**src/hdl/isaPkg.sv**
```systemverilog
// ========================================
// MIPS32 ISA subset definitions
// opcodes, function codes, instruction formats
// ========================================
package isaPkg;

    // primary opcode field, bits 31..26
    typedef enum logic [5:0] {
        OP_SPECIAL = 6'h00,     // R-type, decoded by funct
        OP_J       = 6'h02,
        OP_BEQ     = 6'h04,
        OP_BNE     = 6'h05,
        OP_ADDIU   = 6'h09,
        OP_ORI     = 6'h0d,
        OP_LUI     = 6'h0f,
        OP_LW      = 6'h23,
        OP_SW      = 6'h2b
    } opcodeE;

    // funct field of SPECIAL instructions
    typedef enum logic [5:0] {
        FN_ADDU = 6'h21,
        FN_SUBU = 6'h23,
        FN_AND  = 6'h24,
        FN_OR   = 6'h25,
        FN_SLT  = 6'h2a
    } functE;

    typedef struct packed {
        opcodeE      opcode;
        logic [4:0]  rs;
        logic [4:0]  rt;
        logic [4:0]  rd;
        logic [4:0]  shamt;    // unused by this subset
        functE       funct;
    } rTypeT;

    typedef struct packed {
        opcodeE      opcode;
        logic [4:0]  rs;
        logic [4:0]  rt;
        logic [15:0] imm;
    } iTypeT;

    typedef struct packed {
        opcodeE      opcode;
        logic [25:0] index;    // word index inside the 256 MB region
    } jTypeT;

    // one fetched word, viewed by format
    typedef union packed {
        rTypeT r;
        iTypeT i;
        jTypeT j;
    } instrU;

    localparam logic [31:0] NOP_WORD = 32'h0000_0000;
    localparam logic [31:0] RESET_PC = 32'h0000_0000;

endpackage

```
**src/hdl/pipePkg.sv**
```systemverilog
// ========================================
// pipeline types for the five-stage core
// control bundle, stage registers, trace
// ========================================
package pipePkg;

    import isaPkg::*;

    localparam int REG_COUNT = 32;

    typedef enum logic [2:0] {
        ALU_ADD = 3'd0,     // must stay zero, a cleared bundle is a NOP
        ALU_SUB = 3'd1,
        ALU_AND = 3'd2,
        ALU_OR  = 3'd3,
        ALU_SLT = 3'd4,
        ALU_LUI = 3'd5
    } aluOpE;

    typedef enum logic [1:0] {
        BR_NONE = 2'd0,
        BR_EQ   = 2'd1,
        BR_NE   = 2'd2,
        BR_JUMP = 2'd3
    } branchE;

    typedef struct packed {
        aluOpE  aluOp;
        logic   aluSrcImm;    // operand B from immediate
        logic   immZero;      // zero-extend immediate
        logic   regWrite;
        logic   dstIsRt;      // I-type destination
        logic   memRead;
        logic   memWrite;
        branchE branch;
    } ctrlT;

    typedef enum logic [1:0] {
        FWD_REG = 2'd0,
        FWD_MEM = 2'd1,
        FWD_WB  = 2'd2
    } fwdSelE;

    typedef struct packed {
        logic        valid;
        logic [31:0] pcPlus4;
        instrU       instr;
    } ifIdT;

    typedef struct packed {
        logic        valid;
        logic [31:0] pcPlus4;
        ctrlT        ctrl;
        logic [4:0]  rs;
        logic [4:0]  rt;
        logic [4:0]  dst;
        logic [31:0] rsVal;
        logic [31:0] rtVal;
        logic [31:0] imm;
        logic [25:0] jIndex;
    } idExT;

    typedef struct packed {
        logic        valid;
        ctrlT        ctrl;
        logic [4:0]  dst;
        logic [31:0] aluOut;     // also the memory address
        logic [31:0] storeData;
    } exMemT;

    typedef struct packed {
        logic        valid;
        ctrlT        ctrl;
        logic [4:0]  dst;
        logic [31:0] aluOut;
        logic [31:0] loadData;
    } memWbT;

    typedef struct packed {
        logic        valid;
        logic [4:0]  dst;
        logic [31:0] data;
    } traceT;

endpackage

```
**src/hdl/regFile.sv**
```systemverilog
// ========================================
// 32 x 32 register file, r0 reads zero
// ========================================
`timescale 1ns/1ps

module regFile import pipePkg::*; (
    input  logic        clk,
    input  logic        reset_i,
    input  logic [4:0]  rdAddrA_i,
    input  logic [4:0]  rdAddrB_i,
    output logic [31:0] rdDataA_o,
    output logic [31:0] rdDataB_o,
    input  logic        wrEn_i,
    input  logic [4:0]  wrAddr_i,
    input  logic [31:0] wrData_i
);

    logic [31:0] regs [REG_COUNT];

    // same-cycle write is seen by decode
    function automatic logic [31:0] readPort(input logic [4:0] addr);
        if (addr == 5'd0) return 32'd0;
        if (wrEn_i && wrAddr_i == addr) return wrData_i;
        return regs[addr];
    endfunction

    always_ff @(posedge clk) begin
        if (reset_i) begin
            for (int n = 0; n < REG_COUNT; n++) begin
                regs[n] <= '0;
            end
        end else if (wrEn_i && wrAddr_i != 5'd0) begin
            regs[wrAddr_i] <= wrData_i;
        end
    end

    assign rdDataA_o = readPort(rdAddrA_i);
    assign rdDataB_o = readPort(rdAddrB_i);

    wrAddrKnown: assert property (@(posedge clk) disable iff (reset_i)
        wrEn_i |-> !$isunknown(wrAddr_i));

endmodule

```
**src/hdl/decodeUnit.sv**
```systemverilog
// ========================================
// instruction decoder
// builds control bundle and immediate
// ========================================
`timescale 1ns/1ps

module decodeUnit import isaPkg::*; import pipePkg::*; (
    input  instrU       instr_i,
    output ctrlT        ctrl_o,
    output logic [31:0] imm_o,
    output logic        legal_o
);

    always_comb begin
        ctrl_o  = '0;
        legal_o = 1'b1;
        case (instr_i.r.opcode)
            OP_SPECIAL: begin
                ctrl_o.regWrite = 1'b1;     // rd destination
                case (instr_i.r.funct)
                    FN_ADDU: ctrl_o.aluOp = ALU_ADD;
                    FN_SUBU: ctrl_o.aluOp = ALU_SUB;
                    FN_AND:  ctrl_o.aluOp = ALU_AND;
                    FN_OR:   ctrl_o.aluOp = ALU_OR;
                    FN_SLT:  ctrl_o.aluOp = ALU_SLT;
                    default: begin
                        ctrl_o  = '0;
                        legal_o = 1'b0;
                    end
                endcase
            end
            OP_ADDIU: begin
                ctrl_o.aluOp     = ALU_ADD;
                ctrl_o.aluSrcImm = 1'b1;
                ctrl_o.regWrite  = 1'b1;
                ctrl_o.dstIsRt   = 1'b1;
            end
            OP_ORI: begin
                ctrl_o.aluOp     = ALU_OR;
                ctrl_o.aluSrcImm = 1'b1;
                ctrl_o.immZero   = 1'b1;
                ctrl_o.regWrite  = 1'b1;
                ctrl_o.dstIsRt   = 1'b1;
            end
            OP_LUI: begin
                ctrl_o.aluOp     = ALU_LUI;     // passes the shifted immediate
                ctrl_o.aluSrcImm = 1'b1;
                ctrl_o.regWrite  = 1'b1;
                ctrl_o.dstIsRt   = 1'b1;
            end
            OP_LW: begin
                ctrl_o.aluSrcImm = 1'b1;        // base plus offset
                ctrl_o.regWrite  = 1'b1;
                ctrl_o.dstIsRt   = 1'b1;
                ctrl_o.memRead   = 1'b1;
            end
            OP_SW: begin
                ctrl_o.aluSrcImm = 1'b1;
                ctrl_o.memWrite  = 1'b1;
            end
            OP_BEQ:  ctrl_o.branch = BR_EQ;
            OP_BNE:  ctrl_o.branch = BR_NE;
            OP_J:    ctrl_o.branch = BR_JUMP;
            default: legal_o = 1'b0;
        endcase
    end

    always_comb begin
        if (instr_i.i.opcode == OP_LUI) begin
            imm_o = {instr_i.i.imm, 16'h0000};
        end else if (ctrl_o.immZero) begin
            imm_o = {16'h0000, instr_i.i.imm};
        end else begin
            imm_o = {{16{instr_i.i.imm[15]}}, instr_i.i.imm};
        end
    end

endmodule

```
**src/hdl/hazardUnit.sv**
```systemverilog
// ========================================
// forwarding selects and load-use stall
// ========================================
`timescale 1ns/1ps

module hazardUnit import pipePkg::*; (
    input  idExT       idEx_i,
    input  exMemT      exMem_i,
    input  memWbT      memWb_i,
    input  logic [4:0] ifIdRs_i,
    input  logic [4:0] ifIdRt_i,
    output fwdSelE     fwdA_o,
    output fwdSelE     fwdB_o,
    output logic       stall_o
);

    logic loadInEx;

    // memory stage holds the younger result, so it is checked first
    function automatic fwdSelE pickFwd(input logic [4:0] src);
        if (src == 5'd0) begin
            return FWD_REG;     // r0 is never forwarded
        end
        if (exMem_i.valid && exMem_i.ctrl.regWrite && exMem_i.dst == src) begin
            return FWD_MEM;
        end
        if (memWb_i.valid && memWb_i.ctrl.regWrite && memWb_i.dst == src) begin
            return FWD_WB;
        end
        return FWD_REG;
    endfunction

    assign fwdA_o = pickFwd(idEx_i.rs);
    assign fwdB_o = pickFwd(idEx_i.rt);

    assign loadInEx = idEx_i.valid && idEx_i.ctrl.memRead && idEx_i.dst != 5'd0;

    // load data only exists in memory stage, one bubble is enough
    assign stall_o = loadInEx && (idEx_i.dst == ifIdRs_i || idEx_i.dst == ifIdRt_i);

    // a stalling load never carries a branch, so a taken flush cannot coincide
    always_comb begin
        stallNotOnBranch: assert final (!stall_o || idEx_i.ctrl.branch == BR_NONE)
            else $error("load-use stall raised with a branch in execute");
    end

endmodule

```
**src/hdl/executeUnit.sv**
```systemverilog
// ========================================
// execute stage: operand forwarding, ALU
// and branch/jump resolution
// ========================================
`timescale 1ns/1ps

module executeUnit import pipePkg::*; (
    input  idExT        idEx_i,
    input  fwdSelE      fwdA_i,
    input  fwdSelE      fwdB_i,
    input  logic [31:0] memResult_i,
    input  logic [31:0] wbResult_i,
    output logic [31:0] aluOut_o,
    output logic [31:0] storeData_o,
    output logic        taken_o,
    output logic [31:0] target_o
);

    logic [31:0] rsFwd;
    logic [31:0] rtFwd;
    logic [31:0] opB;

    function automatic logic [31:0] pickSrc(input fwdSelE sel, input logic [31:0] regVal);
        case (sel)
            FWD_MEM: return memResult_i;
            FWD_WB:  return wbResult_i;
            default: return regVal;
        endcase
    endfunction

    assign rsFwd       = pickSrc(fwdA_i, idEx_i.rsVal);
    assign rtFwd       = pickSrc(fwdB_i, idEx_i.rtVal);
    assign opB         = idEx_i.ctrl.aluSrcImm ? idEx_i.imm : rtFwd;
    assign storeData_o = rtFwd;     // SW data is rt after forwarding

    always_comb begin
        case (idEx_i.ctrl.aluOp)
            ALU_ADD: aluOut_o = rsFwd + opB;
            ALU_SUB: aluOut_o = rsFwd - opB;
            ALU_AND: aluOut_o = rsFwd & opB;
            ALU_OR:  aluOut_o = rsFwd | opB;
            ALU_SLT: aluOut_o = {31'd0, $signed(rsFwd) < $signed(opB)};
            ALU_LUI: aluOut_o = opB;
            default: aluOut_o = rsFwd + opB;
        endcase
    end

    // bubbles carry a cleared bundle, so no valid gating here
    always_comb begin
        case (idEx_i.ctrl.branch)
            BR_EQ:   taken_o = (rsFwd == rtFwd);
            BR_NE:   taken_o = (rsFwd != rtFwd);
            BR_JUMP: taken_o = 1'b1;
            default: taken_o = 1'b0;
        endcase
    end

    always_comb begin
        if (idEx_i.ctrl.branch == BR_JUMP) begin
            target_o = {idEx_i.pcPlus4[31:28], idEx_i.jIndex, 2'b00};
        end else begin
            target_o = idEx_i.pcPlus4 + {idEx_i.imm[29:0], 2'b00};   // offset in words
        end
    end

    // holds only if the core clears the bundle on every bubble and flush
    always_comb begin
        takenOnlyValid: assert final (!taken_o || idEx_i.valid)
            else $error("branch taken by an invalid execute entry");
    end

endmodule

```
**src/hdl/mipsCore.sv**
```systemverilog
// ========================================
// five-stage MIPS32 integer core
// ========================================
`timescale 1ns/1ps

module mipsCore import isaPkg::*; import pipePkg::*; (
    input  logic        clk,
    input  logic        reset_i,
    output logic [31:0] imemAddr_o,
    input  logic [31:0] imemInstr_i,
    output logic [31:0] dmemAddr_o,
    output logic        dmemWe_o,
    output logic [31:0] dmemWdata_o,
    input  logic [31:0] dmemRdata_i,
    output traceT       trace_o
);

    logic [31:0] pc;
    logic [31:0] pcPlus4;
    ifIdT        ifId;
    idExT        idEx;
    exMemT       exMem;
    memWbT       memWb;
    idExT        idExNext;

    ctrlT        decCtrl;
    logic [31:0] decImm;
    logic        decLegal;
    logic        decValid;
    logic [31:0] rfDataA;
    logic [31:0] rfDataB;
    fwdSelE      fwdA;
    fwdSelE      fwdB;
    logic        stall;
    logic [31:0] aluOut;
    logic [31:0] storeData;
    logic        taken;
    logic [31:0] target;
    logic [31:0] wbResult;
    logic        wbEn;

    assign pcPlus4    = pc + 32'd4;
    assign imemAddr_o = pc;

    decodeUnit uDecode (
        .instr_i (ifId.instr),
        .ctrl_o  (decCtrl),
        .imm_o   (decImm),
        .legal_o (decLegal)
    );

    regFile uRegFile (
        .clk       (clk),
        .reset_i   (reset_i),
        .rdAddrA_i (ifId.instr.r.rs),
        .rdAddrB_i (ifId.instr.r.rt),
        .rdDataA_o (rfDataA),
        .rdDataB_o (rfDataB),
        .wrEn_i    (wbEn),
        .wrAddr_i  (memWb.dst),
        .wrData_i  (wbResult)
    );

    // illegal words continue as NOPs
    assign decValid = ifId.valid && decLegal;

    always_comb begin
        idExNext.valid   = decValid;
        idExNext.pcPlus4 = ifId.pcPlus4;
        idExNext.ctrl    = decValid ? decCtrl : '0;
        idExNext.rs      = ifId.instr.r.rs;
        idExNext.rt      = ifId.instr.r.rt;
        idExNext.dst     = decCtrl.dstIsRt ? ifId.instr.r.rt : ifId.instr.r.rd;
        idExNext.rsVal   = rfDataA;
        idExNext.rtVal   = rfDataB;
        idExNext.imm     = decImm;
        idExNext.jIndex  = ifId.instr.j.index;
    end

    hazardUnit uHazard (
        .idEx_i   (idEx),
        .exMem_i  (exMem),
        .memWb_i  (memWb),
        .ifIdRs_i (ifId.instr.r.rs),
        .ifIdRt_i (ifId.instr.r.rt),
        .fwdA_o   (fwdA),
        .fwdB_o   (fwdB),
        .stall_o  (stall)
    );

    executeUnit uExecute (
        .idEx_i      (idEx),
        .fwdA_i      (fwdA),
        .fwdB_i      (fwdB),
        .memResult_i (exMem.aluOut),
        .wbResult_i  (wbResult),
        .aluOut_o    (aluOut),
        .storeData_o (storeData),
        .taken_o     (taken),
        .target_o    (target)
    );

    always_ff @(posedge clk) begin
        if (reset_i) begin
            pc            <= RESET_PC;
            ifId.valid    <= 1'b0;
            ifId.instr    <= NOP_WORD;
            idEx          <= '0;
            exMem.valid   <= 1'b0;
            exMem.ctrl    <= '0;
            memWb.valid   <= 1'b0;
            memWb.ctrl    <= '0;
        end else begin
            if (taken) begin                // flush the two younger instructions
                pc         <= target;
                ifId.valid <= 1'b0;
                ifId.instr <= NOP_WORD;
                idEx       <= '0;
            end else if (stall) begin       // hold PC and ifId
                idEx       <= '0;           // bubble
            end else begin
                pc           <= pcPlus4;
                ifId.valid   <= 1'b1;
                ifId.pcPlus4 <= pcPlus4;
                ifId.instr   <= imemInstr_i;
                idEx         <= idExNext;
            end
            exMem.valid     <= idEx.valid;
            exMem.ctrl      <= idEx.ctrl;
            exMem.dst       <= idEx.dst;
            exMem.aluOut    <= aluOut;
            exMem.storeData <= storeData;
            memWb.valid     <= exMem.valid;
            memWb.ctrl      <= exMem.ctrl;
            memWb.dst       <= exMem.dst;
            memWb.aluOut    <= exMem.aluOut;
            memWb.loadData  <= dmemRdata_i;
        end
    end

    assign dmemAddr_o  = exMem.aluOut;
    assign dmemWe_o    = exMem.valid && exMem.ctrl.memWrite;
    assign dmemWdata_o = exMem.storeData;

    assign wbResult = memWb.ctrl.memRead ? memWb.loadData : memWb.aluOut;
    assign wbEn     = memWb.valid && memWb.ctrl.regWrite;

    always_comb begin
        trace_o.valid = wbEn && memWb.dst != 5'd0;     // r0 writes are hidden
        trace_o.dst   = memWb.dst;
        trace_o.data  = wbResult;
    end

endmodule

```
**config.mk**
```make
export PLATFORM = sky130hd
export DESIGN_NAME = mipsCore
export DESIGN_NICKNAME = d
export VERILOG_FILES = /design/src/hdl/isaPkg.sv /design/src/hdl/pipePkg.sv /design/src/hdl/regFile.sv /design/src/hdl/decodeUnit.sv /design/src/hdl/hazardUnit.sv /design/src/hdl/executeUnit.sv /design/src/hdl/mipsCore.sv
export SDC_FILE = /design/constraint.sdc
export NUM_CORES = 2
export LEC_CHECK = 0
export BUFFER_PORTS_ARGS = -buffer_cell sky130_fd_sc_hd__buf_2
export CAP_MARGIN = 5
export CORE_MARGIN = 2
export CORE_UTILIZATION = 55
export CTS_CLUSTER_SIZE = 24
export DETAILED_ROUTE_END_ITERATION = 6
export GPL_ROUTABILITY_DRIVEN = 0
export PLACE_DENSITY = 0.72
export SLEW_MARGIN = 20
export SYNTH_ARGS = -nofsm -noshare
export SYNTH_HDL_FRONTEND = slang
export SYNTH_HIERARCHICAL = 1
export SYNTH_SLANG_ARGS = --single-unit
```
**constraint.sdc**
```tcl
create_clock -name clk -period 6.35 [get_ports clk]
set_input_delay 0.635 -clock clk [delete_from_list [all_inputs] [get_ports clk]]
set_output_delay 0.635 -clock clk [all_outputs]
set_load 0.1 [all_outputs]
```
==> out/metrics.yaml <==
wl_per_cell_microns: 33.6
fmax_mhz: 164
status: "complete, but fails checks"
routed_wl_microns: 284000
hpwlAfterDp_microns: 176000
die_height_microns: 384
postCtsSetupBuffers: 0
finalHoldViolations: 0
cp-start-kind: "register"
portBuffers: 200
start_util: 0.553
viasPerCell: 7.01
cp.arrival_ns: 6.64
power_frac_seq: 0.466
antenna_found_initial: 37
fin_tns_setup_ns: 0
violations: "DRC"
maxCapViolations: 0
crit_required_ns: 6.90
path_max_fanout: 16
cts_tree: "done"
rsz0062_at_grt: "false"
worst_pin_slew_ns: 1.29
grt_pass1_vias: 56400
grtUsageTotal: 0.379
core_area_sq_um: 143000
dpl-instance-area_sq_um: 81500
drc: 19
path_class: "register to register"
grt_first_pass_wirelength_microns: 399000
fin_crit_sh: 0.960
cts_root_buf: "clkbuf_16"
drt_iter0_drc: 9656
cts_num_sinks: 1435
yosys_warnings: 6
ioPinCount: 201
antenna_left: 0
p_leak_nw: 31.9
clk_latency_ns: 0.84
power_density_nw_per_um2: 271
syn_area_sq_um: 79300
syn_avg_cell_area_sq_um: 12.3
final_max_slew_viol_count: 0
final.fill_count: 11000
worst_slew_margin_rel: 0.141
min-delay-path-class: "primary input to register"
drt_pre_antenna_iters: 7
finalNetCount: 6599
pwr-share-clk: 0.382
die_w_microns: 384
vias: 59200
p_sw_mw: 6.79
post-route-min-period_ns: 6.09
final_area_sq_um: 86900
drive_above_1_share: 0.187
ir_drop_mv: 0.231
area_growth_pct: 9.70
cts_buffers: 154
p_comb_frac: 0.152
p_int_mw: 16.8
grt_max_degree: 112
worstSetupEndpointType: "register"
skew_ns: 0.0386
dieArea_sq_um: 147000
setup_violations: 0
cts_buffer_depth: 3
fp-row-count: 139
clkTransAtPathRegs_ns: 0.06
p_sw_frac: 0.288
syn_inst: 6436
ctsHtreeMaxLevel: 4
grt_remaining_overflow: 0
==> cells in the final DEF (no fill, tap or decap), types with 78 or more instances in the layout <==
master / instances
edfxtp_1: 1194
and2_1: 1167
mux2i_1: 279
nand2_1: 194
dfxtp_1: 228
o21ai_0: 164
xnor2_1: 97
a21oi_1: 238
clkbuf_16: 159
a211oi_1: 78
nor2_1: 277
a22oi_1: 147
buf_2: 199
ha_1: 128
mux4_2: 381
mux2_2: 103
inv_1: 156
buf_4: 172
==> power by group through the flow <==
stage / Sequential [mW] / Combinational (mW) / Clock [mW]
floorplan: 11.0 / 2.47 / 0
global placement: 11.1 / 3.38 / 0
detailed placement: 11.1 / 3.41 / 0
CTS: 10.9 / 3.44 / 9.02
global route: 11.0 / 3.68 / 9.40
finish: 11.0 / 3.59 / 9.00
==> routing by layer <==
metal | global-route usage | vias to the layer above | part of all wire
li1 | - | 23800 | -
met1 | 0.492 | 29000 | 0.35
met2 | 0.543 | 5196 | 0.42
met3 | 0.127 | 1110 | 0.15
met4 | 0.243 | 40 | 0.078
met5 | 0.0120 | - | 0.0018
==> sequential cells by signal (all words and copies together) (netlist names) <==
| register | cells |
|---|---|
| dmemAddr_o | 32 |
| dmemWdata_o | 32 |
| exMem | 9 |
| idEx | 169 |
| idExNext | 58 |
| ifId | 7 |
| imemAddr_o | 32 |
| memWb | 67 |
| trace_o | 5 |
| uRegFile/regs | 1024 |
==> critical path, stage by stage, from the launching register on <==
cell and delay, ns:
dfxtp_1 0.36, or4_1 0.57, nor2_1 0.34, nor4_2 0.12
ha_1 0.51, buf_4 0.31, a22oi_1 0.16, nor2_1 0.06
a21oi_1 0.42, inv_1 0.13, ha_1 0.43, or3_1 0.41
o2111ai_1 0.34, o211ai_1 0.19, a21oi_1 0.33, or3_1 0.17
a21oi_1 0.08, o21bai_1 0.39, nand2_1 0.10, nor3_1 0.27
o221ai_1 0.14
==> metrics by stage <==
stage	hold slack [ns]	power (mW)	utilization	instances	worst slack, ns
5_1_grt	0.0434	24.1	0.607	8430	0.00307
3_5_place_dp	0.425	14.6	0.569	8115	0.190
6_report	0.0410	23.6	0.607	8438	0.255
4_1_cts	0.0106	23.4	0.606	8429	0.160
3_3_place_gp	0.422	14.5	0.569	8115	0.322
2_1_floorplan	0.414	13.4	-	6467	0.656
==> path summary, 6_finish.rpt <==
check,from,end,slack [ns],cells after the start
worst min-delay path,imemInstr_i[12],idExNext[12],0.04,3
worst max-delay path,idEx[133],dmemAddr_o[0],0.26,20
worst min register to register,idExNext[177],idEx[177],0.44,1
worst max register to register,idEx[133],dmemAddr_o[0],0.26,20
==> timing repair <==
item	in CTS	in global routing
hold endpoints to repair	32	0
hold buffers	32	0
endpoints found under the setup margin	0	15
gates resized for setup	0	10
==> layout make-up <==
| type | instances | area, sq um | area share |
|---|---|---|---|
| inverter | 159 | 604 | 0.00695 |
| clock buffer | 206 | 4230 | 0.0486 |
| timing repair buffer | 415 | 2850 | 0.0328 |
| tap | 1903 | 2380 | 0.0274 |
| sequential | 1435 | 40700 | 0.468 |
| antenna | 9 | 22.5 | 0.000259 |
| clock inverter | 76 | 778 | 0.00895 |
| multi-input combinational | 4235 | 35400 | 0.407 |
Note: power is estimated with default switching activity, not from simulation.
